## src/common/vfu_pkg.sv

```systemverilog
/*
  Instruction-side types of the vector integer unit.
  Element counts (vl) are limited to 16 bits. A tag counts at most
  127 valid elements per word, which bounds the lane count at 16.
*/
`default_nettype none

package vfu_pkg;

  localparam int unsigned ID_WIDTH      = 2;
  localparam int unsigned GPR_WIDTH     = 5;
  localparam int unsigned VL_WIDTH      = 16;
  localparam int unsigned NR_ELEM_WIDTH = 7;

  typedef logic [ID_WIDTH-1:0]      id_t;
  typedef logic [GPR_WIDTH-1:0]     gpr_t;
  typedef logic [4:0]               vreg_t;
  typedef logic [VL_WIDTH-1:0]      vlen_t;
  typedef logic [NR_ELEM_WIDTH-1:0] nr_elem_t;

  // Element width, encoded as log2 of the byte count
  typedef enum logic [1:0] {
    EW_8  = 2'd0,
    EW_16 = 2'd1,
    EW_32 = 2'd2
  } ew_e;

  // Integer operations, min and max are unsigned
  typedef enum logic [2:0] {
    VADD,
    VSUB,
    VAND,
    VOR,
    VXOR,
    VMINU,
    VMAXU
  } vfu_op_e;

  typedef struct packed {
    id_t         id;
    vfu_op_e     op;
    ew_e         vsew;
    vlen_t       vl;
    vreg_t       vs1;
    vreg_t       vs2;
    vreg_t       vd;
    logic        use_vs1;
    logic        is_scalar;
    logic [31:0] rs1;
    logic [31:0] rs2;
    gpr_t        rd;
  } vfu_req_t;

  typedef struct packed {
    id_t         id;
    gpr_t        rd;
    logic        wb;
    logic [31:0] result;
  } vfu_rsp_t;

  // Follows each word through the lanes
  typedef struct packed {
    id_t      id;
    gpr_t     rd;
    logic     wb;
    logic     last;
    nr_elem_t nr_valid_elem;
  } vfu_tag_t;

endpackage : vfu_pkg

`default_nettype wire

```

## src/common/vrf_pkg.sv

```systemverilog
/*
  Register-file-side sizes and types. Each lane holds one ELEN word.
  The address covers NR_VREGS registers of WORDS_PER_VREG words each.
  The lane word union assumes ELEN is 32.
*/
`default_nettype none

package vrf_pkg;

  // Lane word size
  localparam int unsigned ELEN  = 32;
  localparam int unsigned ELENB = ELEN / 8;

  // Register file geometry
  localparam int unsigned WORDS_PER_VREG = 4;
  localparam int unsigned NR_VREGS       = 32;
  localparam int unsigned VADDR_WIDTH    = $clog2(NR_VREGS * WORDS_PER_VREG);

  typedef logic [VADDR_WIDTH-1:0] vreg_addr_t;
  typedef logic [ELEN-1:0]        elen_t;

  // One lane word seen at each element width
  typedef union packed {
    logic [3:0][7:0]  b;
    logic [1:0][15:0] h;
    logic [ELEN-1:0]  w;
  } lane_word_u;

endpackage : vrf_pkg

`default_nettype wire

```

## src/ipu/vfu_ipu.sv

```systemverilog
/*
  One 32-bit SIMD integer lane with a single result register.
  Subtraction is vs2 minus vs1 (b_i minus a_i). Min and max are
  unsigned. No carry passes between elements.
*/
`timescale 1ns/10ps
`default_nettype none

module vfu_ipu (
  input  logic                clk_i,
  input  logic                rst_n_i,
  input  vfu_pkg::vfu_op_e    op_i,
  input  vfu_pkg::ew_e        vsew_i,
  input  vrf_pkg::lane_word_u a_i,
  input  vrf_pkg::lane_word_u b_i,
  input  logic                valid_i,
  output vrf_pkg::lane_word_u result_o,
  output logic                valid_o
);
  import vfu_pkg::*;
  import vrf_pkg::*;

  lane_word_u res;
  logic       valid_q;

  // Zero-extended operands keep min and max unsigned at every width
  function automatic elen_t alu(vfu_op_e op, elen_t a, elen_t b);
    case (op)
      VADD:    return b + a;
      VSUB:    return b - a;
      VAND:    return b & a;
      VOR:     return b | a;
      VXOR:    return b ^ a;
      VMINU:   return (a < b) ? a : b;
      VMAXU:   return (a > b) ? a : b;
      default: return '0;
    endcase
  endfunction

  always_comb begin
    res = '0;
    case (vsew_i)
      EW_8: begin
        for (int i = 0; i < 4; i++) begin
          res.b[i] = 8'(alu(op_i, elen_t'(a_i.b[i]), elen_t'(b_i.b[i])));
        end
      end
      EW_16: begin
        for (int i = 0; i < 2; i++) begin
          res.h[i] = 16'(alu(op_i, elen_t'(a_i.h[i]), elen_t'(b_i.h[i])));
        end
      end
      default: res.w = alu(op_i, a_i.w, b_i.w);
    endcase
  end

  always_ff @(posedge clk_i) begin
    if (!rst_n_i) begin
      valid_q <= 1'b0;
    end else begin
      valid_q <= valid_i;
    end
  end

  always_ff @(posedge clk_i) begin
    if (valid_i) begin
      result_o <= res;
    end
  end

  assign valid_o = valid_q;

endmodule : vfu_ipu

`default_nettype wire

```

## src/ipu/vfu_ipu_array.sv

```systemverilog
/*
  N_LANES integer lanes plus the tag register. Scalar instructions run
  in lane 0 at 32 bits and the other lanes keep their last result.
  Results and tag appear one cycle after issue.
*/
`timescale 1ns/10ps
`default_nettype none

module vfu_ipu_array #(
  parameter int unsigned N_LANES = 2
) (
  input  logic                                  clk_i,
  input  logic                                  rst_n_i,
  input  vfu_pkg::vfu_req_t                     req_i,
  input  logic                                  issue_i,
  input  vfu_pkg::vfu_tag_t                     tag_i,
  input  logic [1:0][N_LANES*vrf_pkg::ELEN-1:0] vrf_rdata_i,
  output logic [N_LANES*vrf_pkg::ELEN-1:0]      res_o,
  output logic                                  res_valid_o,
  output vfu_pkg::vfu_tag_t                     tag_o
);
  import vfu_pkg::*;
  import vrf_pkg::*;

  localparam int unsigned WORD_W = N_LANES * ELEN;

  logic [WORD_W-1:0]  opa;
  logic [WORD_W-1:0]  opb;
  ew_e                lane_vsew;
  logic [N_LANES-1:0] lane_valid;

  assign lane_vsew = req_i.is_scalar ? EW_32 : req_i.vsew;

  always_comb begin
    opb = req_i.is_scalar ? WORD_W'(req_i.rs2) : vrf_rdata_i[1'b0];
    if (req_i.is_scalar) begin
      opa = WORD_W'(req_i.rs1);
    end else if (req_i.use_vs1) begin
      opa = vrf_rdata_i[1'b1];
    end else begin
      // Replicate rs1 into every element
      case (req_i.vsew)
        EW_8:    opa = {(4 * N_LANES){req_i.rs1[7:0]}};
        EW_16:   opa = {(2 * N_LANES){req_i.rs1[15:0]}};
        default: opa = {N_LANES{req_i.rs1}};
      endcase
    end
  end

  for (genvar l = 0; l < N_LANES; l++) begin : gen_lanes
    vfu_ipu i_ipu (
      .clk_i    (clk_i),
      .rst_n_i  (rst_n_i),
      .op_i     (req_i.op),
      .vsew_i   (lane_vsew),
      .a_i      (opa[l*ELEN +: ELEN]),
      .b_i      (opb[l*ELEN +: ELEN]),
      .valid_i  (issue_i && (!req_i.is_scalar || l == 0)),
      .result_o (res_o[l*ELEN +: ELEN]),
      .valid_o  (lane_valid[l])
    );
  end : gen_lanes

  // Lane 0 fires on every issue
  assign res_valid_o = |lane_valid;

  always_ff @(posedge clk_i) begin
    if (issue_i) begin
      tag_o <= tag_i;
    end
  end

endmodule : vfu_ipu_array

`default_nettype wire

```

## src/spatz_vfu.sv

```systemverilog
/*
  Integer vector functional unit top. VRF read data must be valid in
  the cycle rvalid is high. Writes are never back-pressured. Only one
  response per instruction and responses keep request order.
*/
`timescale 1ns/10ps
`default_nettype none

module spatz_vfu #(
  parameter int unsigned N_LANES = 2
) (
  input  logic                                  clk_i,
  input  logic                                  rst_n_i,
  input  vfu_pkg::vfu_req_t                     req_i,
  input  logic                                  req_valid_i,
  output logic                                  req_ready_o,
  output vfu_pkg::vfu_rsp_t                     rsp_o,
  output logic                                  rsp_valid_o,
  input  logic                                  rsp_ready_i,
  output vrf_pkg::vreg_addr_t [1:0]             vrf_raddr_o,
  output logic [1:0]                            vrf_re_o,
  input  logic [1:0][N_LANES*vrf_pkg::ELEN-1:0] vrf_rdata_i,
  input  logic [1:0]                            vrf_rvalid_i,
  output vrf_pkg::vreg_addr_t                   vrf_waddr_o,
  output logic [N_LANES*vrf_pkg::ELEN-1:0]      vrf_wdata_o,
  output logic                                  vrf_we_o,
  output logic [N_LANES*vrf_pkg::ELENB-1:0]     vrf_wbe_o
);
  import vfu_pkg::*;
  import vrf_pkg::*;

  vfu_req_t                 head_req;
  logic                     head_valid;
  logic                     pop;
  logic                     issue;
  vfu_tag_t                 issue_tag;
  logic                     res_valid;
  vfu_tag_t                 res_tag;
  logic [N_LANES*ELEN-1:0]  res_data;

  ////////////////////////////////////////////////////////////////////////////
  // Queue and control
  ////////////////////////////////////////////////////////////////////////////

  vfu_op_queue i_op_queue (
    .clk_i   (clk_i),
    .rst_n_i (rst_n_i),
    .req_i   (req_i),
    .valid_i (req_valid_i),
    .ready_o (req_ready_o),
    .req_o   (head_req),
    .valid_o (head_valid),
    .pop_i   (pop)
  );

  vfu_ctrl #(
    .N_LANES (N_LANES)
  ) i_ctrl (
    .clk_i        (clk_i),
    .rst_n_i      (rst_n_i),
    .req_i        (head_req),
    .req_valid_i  (head_valid),
    .rvalid_i     (vrf_rvalid_i),
    .rsp_ready_i  (rsp_ready_i),
    .pop_o        (pop),
    .issue_o      (issue),
    .tag_o        (issue_tag),
    .res_valid_i  (res_valid),
    .res_tag_i    (res_tag),
    .res_scalar_i (res_data[ELEN-1:0]),
    .rsp_o        (rsp_o),
    .rsp_valid_o  (rsp_valid_o)
  );

  ////////////////////////////////////////////////////////////////////////////
  // VRF side and lanes
  ////////////////////////////////////////////////////////////////////////////

  vfu_vrf_requester #(
    .N_LANES (N_LANES)
  ) i_vrf_requester (
    .clk_i       (clk_i),
    .rst_n_i     (rst_n_i),
    .req_i       (head_req),
    .req_valid_i (head_valid),
    .issue_i     (issue),
    .res_valid_i (res_valid),
    .res_tag_i   (res_tag),
    .res_data_i  (res_data),
    .raddr_o     (vrf_raddr_o),
    .re_o        (vrf_re_o),
    .waddr_o     (vrf_waddr_o),
    .wdata_o     (vrf_wdata_o),
    .we_o        (vrf_we_o),
    .wbe_o       (vrf_wbe_o)
  );

  vfu_ipu_array #(
    .N_LANES (N_LANES)
  ) i_ipu_array (
    .clk_i       (clk_i),
    .rst_n_i     (rst_n_i),
    .req_i       (head_req),
    .issue_i     (issue),
    .tag_i       (issue_tag),
    .vrf_rdata_i (vrf_rdata_i),
    .res_o       (res_data),
    .res_valid_o (res_valid),
    .tag_o       (res_tag)
  );

endmodule : spatz_vfu

`default_nettype wire

```

## src/vfu_ctrl.sv

```systemverilog
/*
  Issue control for the head instruction. A word issues when every
  enabled operand is valid. The last word also waits for rsp_ready_i.
  The response is a one-cycle pulse when the last tag returns.
*/
`timescale 1ns/10ps
`default_nettype none

module vfu_ctrl #(
  parameter int unsigned N_LANES = 2
) (
  input  logic              clk_i,
  input  logic              rst_n_i,
  input  vfu_pkg::vfu_req_t req_i,
  input  logic              req_valid_i,
  input  logic [1:0]        rvalid_i,
  input  logic              rsp_ready_i,
  output logic              pop_o,
  output logic              issue_o,
  output vfu_pkg::vfu_tag_t tag_o,
  input  logic              res_valid_i,
  input  vfu_pkg::vfu_tag_t res_tag_i,
  input  logic [31:0]       res_scalar_i,
  output vfu_pkg::vfu_rsp_t rsp_o,
  output logic              rsp_valid_o
);
  import vfu_pkg::*;

  vlen_t    elem_cnt_q;
  vlen_t    elem_per_word;
  vlen_t    elem_left;
  logic     last_word;
  logic     operands_ok;
  nr_elem_t nr_valid;

  ////////////////////////////////////////////////////////////////////////////
  // Issue decision
  ////////////////////////////////////////////////////////////////////////////

  // Elements per VRF word shrink as the element width grows
  assign elem_per_word = vlen_t'(N_LANES * (4 >> req_i.vsew));
  assign elem_left     = req_i.vl - elem_cnt_q;
  assign last_word     = req_i.is_scalar || (elem_left <= elem_per_word);

  // vs2 is always read by vector ops, vs1 only if used
  assign operands_ok = req_i.is_scalar ||
                       (rvalid_i[0] && (!req_i.use_vs1 || rvalid_i[1]));

  assign issue_o = req_valid_i && operands_ok && (!last_word || rsp_ready_i);
  assign pop_o   = issue_o && last_word;

  always_ff @(posedge clk_i) begin
    if (!rst_n_i) begin
      elem_cnt_q <= '0;
    end else if (pop_o) begin
      elem_cnt_q <= '0;
    end else if (issue_o) begin
      elem_cnt_q <= elem_cnt_q + elem_per_word;
    end
  end

  ////////////////////////////////////////////////////////////////////////////
  // Tag and response
  ////////////////////////////////////////////////////////////////////////////

  assign nr_valid = req_i.is_scalar ? nr_elem_t'(1) :
                    last_word       ? nr_elem_t'(elem_left) :
                                      nr_elem_t'(elem_per_word);

  assign tag_o = '{
    id:            req_i.id,
    rd:            req_i.rd,
    wb:            req_i.is_scalar,
    last:          last_word,
    nr_valid_elem: nr_valid
  };

  // Retire on the returning last word
  assign rsp_valid_o = res_valid_i && res_tag_i.last;
  assign rsp_o = '{
    id:     res_tag_i.id,
    rd:     res_tag_i.rd,
    wb:     res_tag_i.wb,
    result: res_tag_i.wb ? res_scalar_i : 32'd0
  };

endmodule : vfu_ctrl

`default_nettype wire

```

## src/vfu_op_queue.sv

```systemverilog
/*
  Two-entry request queue. ready_o depends only on the fill level,
  so there is no combinational path from pop_i to ready_o.
  A pop with an empty queue is ignored.
*/
`timescale 1ns/10ps
`default_nettype none

module vfu_op_queue (
  input  logic              clk_i,
  input  logic              rst_n_i,
  input  vfu_pkg::vfu_req_t req_i,
  input  logic              valid_i,
  output logic              ready_o,
  output vfu_pkg::vfu_req_t req_o,
  output logic              valid_o,
  input  logic              pop_i
);
  import vfu_pkg::*;

  vfu_req_t [1:0] mem_q;
  logic           wr_ptr_q;
  logic           rd_ptr_q;
  logic [1:0]     cnt_q;
  logic           push;
  logic           pop;

  assign ready_o = (cnt_q != 2'd2);
  assign valid_o = (cnt_q != 2'd0);
  assign req_o   = mem_q[rd_ptr_q];

  assign push = valid_i && ready_o;
  assign pop  = pop_i && valid_o;

  always_ff @(posedge clk_i) begin
    if (!rst_n_i) begin
      wr_ptr_q <= 1'b0;
      rd_ptr_q <= 1'b0;
      cnt_q    <= 2'd0;
    end else begin
      if (push) begin
        wr_ptr_q <= ~wr_ptr_q;
      end
      if (pop) begin
        rd_ptr_q <= ~rd_ptr_q;
      end
      // Count moves only when exactly one side fires
      if (push && !pop) begin
        cnt_q <= cnt_q + 2'd1;
      end else if (pop && !push) begin
        cnt_q <= cnt_q - 2'd1;
      end
    end
  end

  always_ff @(posedge clk_i) begin
    if (push) begin
      mem_q[wr_ptr_q] <= req_i;
    end
  end

endmodule : vfu_op_queue

`default_nettype wire

```

## src/vfu_vrf_requester.sv

```systemverilog
/*
  VRF address generation and write-back. Word pointers reload from the
  head whenever the previous instruction has retired. Writes land one
  cycle after issue and mask bytes past the valid elements.
*/
`timescale 1ns/10ps
`default_nettype none

module vfu_vrf_requester #(
  parameter int unsigned N_LANES = 2
) (
  input  logic                                clk_i,
  input  logic                                rst_n_i,
  input  vfu_pkg::vfu_req_t                   req_i,
  input  logic                                req_valid_i,
  input  logic                                issue_i,
  input  logic                                res_valid_i,
  input  vfu_pkg::vfu_tag_t                   res_tag_i,
  input  logic [N_LANES*vrf_pkg::ELEN-1:0]    res_data_i,
  output vrf_pkg::vreg_addr_t [1:0]           raddr_o,
  output logic [1:0]                          re_o,
  output vrf_pkg::vreg_addr_t                 waddr_o,
  output logic [N_LANES*vrf_pkg::ELEN-1:0]    wdata_o,
  output logic                                we_o,
  output logic [N_LANES*vrf_pkg::ELENB-1:0]   wbe_o
);
  import vfu_pkg::*;
  import vrf_pkg::*;

  localparam int unsigned BE_W = N_LANES * ELENB;

  // Word pointers for vs2, vs1 and vd
  vreg_addr_t [2:0]         addr_q;
  vreg_addr_t [2:0]         addr_cur;
  vreg_addr_t               waddr_q;
  ew_e                      wr_vsew_q;
  logic                     fresh_q;
  logic                     head_new;
  logic [NR_ELEM_WIDTH+1:0] nr_bytes;

  // A returning last word means the head moved on this cycle
  assign head_new = fresh_q || (res_valid_i && res_tag_i.last);

  always_comb begin
    if (head_new) begin
      addr_cur[0] = vreg_addr_t'(req_i.vs2 * WORDS_PER_VREG);
      addr_cur[1] = vreg_addr_t'(req_i.vs1 * WORDS_PER_VREG);
      addr_cur[2] = vreg_addr_t'(req_i.vd * WORDS_PER_VREG);
    end else begin
      addr_cur = addr_q;
    end
  end

  always_ff @(posedge clk_i) begin
    if (!rst_n_i) begin
      fresh_q <= 1'b1;
    end else if (issue_i) begin
      fresh_q <= 1'b0;
    end else if (head_new) begin
      fresh_q <= 1'b1;
    end
  end

  always_ff @(posedge clk_i) begin
    if (issue_i) begin
      for (int p = 0; p < 3; p++) begin
        addr_q[p] <= addr_cur[p] + 1'b1;
      end
      waddr_q   <= addr_cur[2];
      wr_vsew_q <= req_i.vsew;
    end
  end

  assign raddr_o = addr_cur[1:0];
  assign re_o    = (req_valid_i && !req_i.is_scalar) ? {req_i.use_vs1, 1'b1} : 2'b00;

  // Scalar results go back in the response only
  assign nr_bytes = {2'b00, res_tag_i.nr_valid_elem} << wr_vsew_q;
  assign we_o     = res_valid_i && !res_tag_i.wb;
  assign wbe_o    = ~({BE_W{1'b1}} << nr_bytes);
  assign waddr_o  = waddr_q;
  assign wdata_o  = res_data_i;

endmodule : vfu_vrf_requester

`default_nettype wire
```

## config.mk

```make
export PLATFORM = sky130hd
export DESIGN_NAME = spatz_vfu
export DESIGN_NICKNAME = d
export VERILOG_FILES = /design/src/common/vfu_pkg.sv /design/src/common/vrf_pkg.sv /design/src/ipu/vfu_ipu.sv /design/src/ipu/vfu_ipu_array.sv /design/src/spatz_vfu.sv /design/src/vfu_ctrl.sv /design/src/vfu_op_queue.sv /design/src/vfu_vrf_requester.sv
export SDC_FILE = /design/constraint.sdc
export NUM_CORES = 2
export LEC_CHECK = 0
export BUFFER_PORTS_ARGS = -buffer_cell sky130_fd_sc_hd__buf_2
export CAP_MARGIN = 5
export CORE_ASPECT_RATIO = 0.6
export CORE_UTILIZATION = 55
export CTS_BUF_LIST = sky130_fd_sc_hd__clkbuf_4 sky130_fd_sc_hd__clkbuf_8
export DETAILED_ROUTE_END_ITERATION = 7
export HOLD_SLACK_MARGIN = 0.05
export PLACE_DENSITY = 0.79
export SYNTH_ARGS = -nofsm -noshare
export SYNTH_HDL_FRONTEND = slang
export SYNTH_SLANG_ARGS = --single-unit
```

## constraint.sdc

```tcl
create_clock -name clk_i -period 10.1 [get_ports clk_i]
set_clock_uncertainty 0.15 [all_clocks]
set_input_delay 2.02 -clock clk_i [delete_from_list [all_inputs] [get_ports clk_i]]
set_output_delay 2.02 -clock clk_i [all_outputs]
set_load 0.01 [all_outputs]
```

==> results by group <==
Status
  • Status: complete, but fails checks
  • Violated checks: DRC

Timing
  • RSZ-0062 raised after global routing: no
  • Slew Limit Fails: 0
  • FMAX: 0.124 GHz
  • Setup violators final: 0
  • Minimum hold slack: 0.313 ns
  • Crit share post-route: 80.0%
  • Post-route setup slack: 2.02 ns
  • Slew headroom: 8.41%
  • Hold Fails Final Rpt: 0
  • TNS Setup: 0 ns
  • Slew @ Worst Pin: 1.36 ns
  • Fin crit period: roughly 8.1 ns

Final layout
  • Ratio of cells with drive above 1 in the final layout: 15.9%
  • Cell Count, Final, Fillers Out: 5066
  • Fin nets: between 4000 and 5000
  • Most frequent cells in the layout: buf_2 (380), a21oi_1 (362), nand2_1 (358)
  • Commonest non-fill, non-tap cell in the layout: buf_2
  • Area Overhead vs Synth: 10.3%

Logic synthesis
  • Leading post-synthesis cells by cell area: edfxtp_1 (29%), ha_1 (8.4%), mux2i_1 (6.1%), a21oi_1 (5.4%), o21ai_0 (4.4%)
  • Post-synth top area cell: edfxtp_1
  • Post-synthesis sequential area ratio: between 30% and 40%
  • Post-synth cell types: between 100 and 150
  • Yosys synthesis warning count: 0
  • Syn Inst Count: a little under 4000
  • Post-synth ARST share: 0%
  • Synth Flop Type: edfxtp_1
  • Synth Register Bits: 350
  • Mapped Area: around 34000 um2
  • Yosys top cell area share: 29.3%
  • Synthesized area per cell: 8.47 um2
  • Post-synth EDFFs: about 330

Routing
  • Number of vias in the routed layout: about 35000
  • DR DRC count: 1
  • ANT nets after route: 0
  • Number of DRC markers in iteration 0: 6514
  • Wire per inst: around 29 um
  • Routed WL: 145 mm
  • Vias/cell: 6.95
  • TritonRoute pass-1 iters: 8

Die
  • Die height: 193 um
  • Core area: ~60000 um2
  • Chip Width: about 320 um
  • # rows: 69
  • # IOs: 381
  • Die area: 62100 um2
  • Initial Utilization: ~56%

Global routing
  • Pin count of the biggest net entering global routing: 93
  • Gr usage total: 45.0%
  • First-pass GRT wire length: 209 mm
  • Vias in the first global route: 31400
  • GR Overflow Total: 0
  • Initial antenna violation count: 14

Worst setup path
  • Crit start category: register
  • Worst path cell trace: buf_12, mux2i_1, mux2i_1, a22o_1, a21oi_1, inv_1, ha_1, inv_1, a21oi_1, o31ai_1, a211oi_2, nand2_1, a22oi_1, o221ai_1, a221o_1, a31oi_1, o221ai_1
  • Worst endpoint data arrival time: 8.38 ns
  • Setup CP Type: register to register
  • CP endpoint kind: register
  • CP max-delay cell: a22oi_1
  • Worst-path fanout max: 92
  • Flop2flop setup slack: 2.02 ns
  • Worst path required time: 10.40 ns
  • Bufs and invs on worst path: 3
  • Largest delay share family, worst path: compound AO/OA/AOI/OAI gates
  • Max incr delay on CP: 1.02 ns

Worst hold path
  • HP Class: register to register

Clock network
  • Clock-pin slew on the worst setup and hold paths: 0.07 ns
  • H-tree depth: 2
  • Clock Tree Root: clkbuf_8
  • Post-CTS sizing: 0
  • Hold_buf cts: 0
  • CTS Buf Count: 55
  • Clock buffer depth: 3
  • CTS tree: built
  • Clock sink count: 350
  • Skew-Pair Late Insertion Delay: between 0.7 and 0.8 ns
  • Setup bufs post-CTS: 0

Pwr
  • Pwr/cell area: 335 nW/um2
  • LEAKAGE: approximately 15 nW
  • Peak supply drop: approximately 0.19 mV
  • Pwr Total: approximately 12 mW

Placed design
  • Number of buffers inserted by port buffering: 380
  • Placer Congestion: 1.05
  • Cells after DPL: 4952
  • Place WS: 2.36 ns
  • DP Wirelength: 106 mm

Job
  • # Max-Cap Violations: 0
## tightest hold or removal path, cell delays in order (launching register included)
cell     delay [ns]
dfxtp_1        0.31
nand2_1        0.05
mux2i_1        0.05
## cells by family after synthesis
| group | after synthesis | share of synthesized area, % |
|---|---|---|
| AND/OR/NAND/NOR | 1080 | 14.8 |
| XOR/XNOR | 137 | 3.57 |
| flip-flops | 350 | 30.6 |
| multiplexers | 244 | 7.46 |
| AO/OA/AOI/OAI | 1383 | 27.4 |
| buffers and inverters | 527 | 6.66 |
| adder cells (fa/ha/maj) | 244 | 9.49 |
| other | 1 | 0.0112 |
## flip-flops by register name, indices dropped and copies added (netlist names)
name,cells
i_ctrl.elem_cnt_q,15
i_ipu_array.gen_lanes.i_ipu.result_o,64
i_ipu_array.gen_lanes.i_ipu.valid_o,2
i_ipu_array.tag_o,16
i_op_queue.cnt_q,2
i_op_queue.mem_q,218
i_op_queue.rd_ptr_q,1
i_op_queue.wr_ptr_q,1
i_vrf_requester.addr_q,21
i_vrf_requester.fresh_q,1
i_vrf_requester.waddr_o,7
i_vrf_requester.wr_vsew_q,2
## path summary, 6_finish.rpt
kind	endpoint	depth (start not counted)	startpoint
setup / recovery	i_ipu_array.gen_lanes[0].i_ipu.result_o[27]	17	i_op_queue.rd_ptr_q
setup reg to reg	i_ipu_array.gen_lanes[0].i_ipu.result_o[27]	17	i_op_queue.rd_ptr_q
hold reg to reg	i_ctrl.elem_cnt_q[11]	2	i_ctrl.elem_cnt_q[11]
hold / removal	i_ctrl.elem_cnt_q[11]	2	i_ctrl.elem_cnt_q[11]
## power breakdown
| group | total (mW) | internal, mW | leakage [nW] | switching (mW) |
|---|---|---|---|---|
| clock | 1.31 | 0.632 | 0.571 | 0.675 |
| combinational | 8.83 | 2.83 | 10.8 | 6.00 |
| sequential | 2.28 | 2.10 | 3.25 | 0.187 |
## layout make-up
type / instances / area (um2)
clock inverters: 29 / 218
multi-input cells: 3091 / 21200
inverters: 243 / 915
flip-flops and latches: 350 / 10300
fillers: 5284 / 22700
well taps: 816 / 1020
diodes: 13 / 32.5
repair buffers: 452 / 2450
clock buffers: 72 / 916
## stage by stage
stage	area [um2]	util [%]
final	37100	62.0
after global routing	37000	62.0
after CTS	37000	62.0
after detailed placement	35900	60.1
after global placement	35900	60.1
after floorplan	33600	-
## Yosys cell counts (all sizes together) (49+ instances only)
library cell	count
a21oi	366
nand2	364
nor2	331
edfxtp	328
o21ai	324
inv	239
ha	226
mux2i	207
buf	147
clkbuf	137
xnor2	117
and2	79
nor3	70
a221oi	69
o211ai	68
nand3	65
o221ai	60
o22ai	51
a211oi	49
## per-layer routing
layer	part of all wire [%]	routed length (um)	global-route usage, %
met1	41	59100	65.5
met3	17	24900	18.6
met5	0.0090	13	0
met2	38	54700	58.6
met4	4.2	6020	15.7
Power figures use the tool's default switching activity.
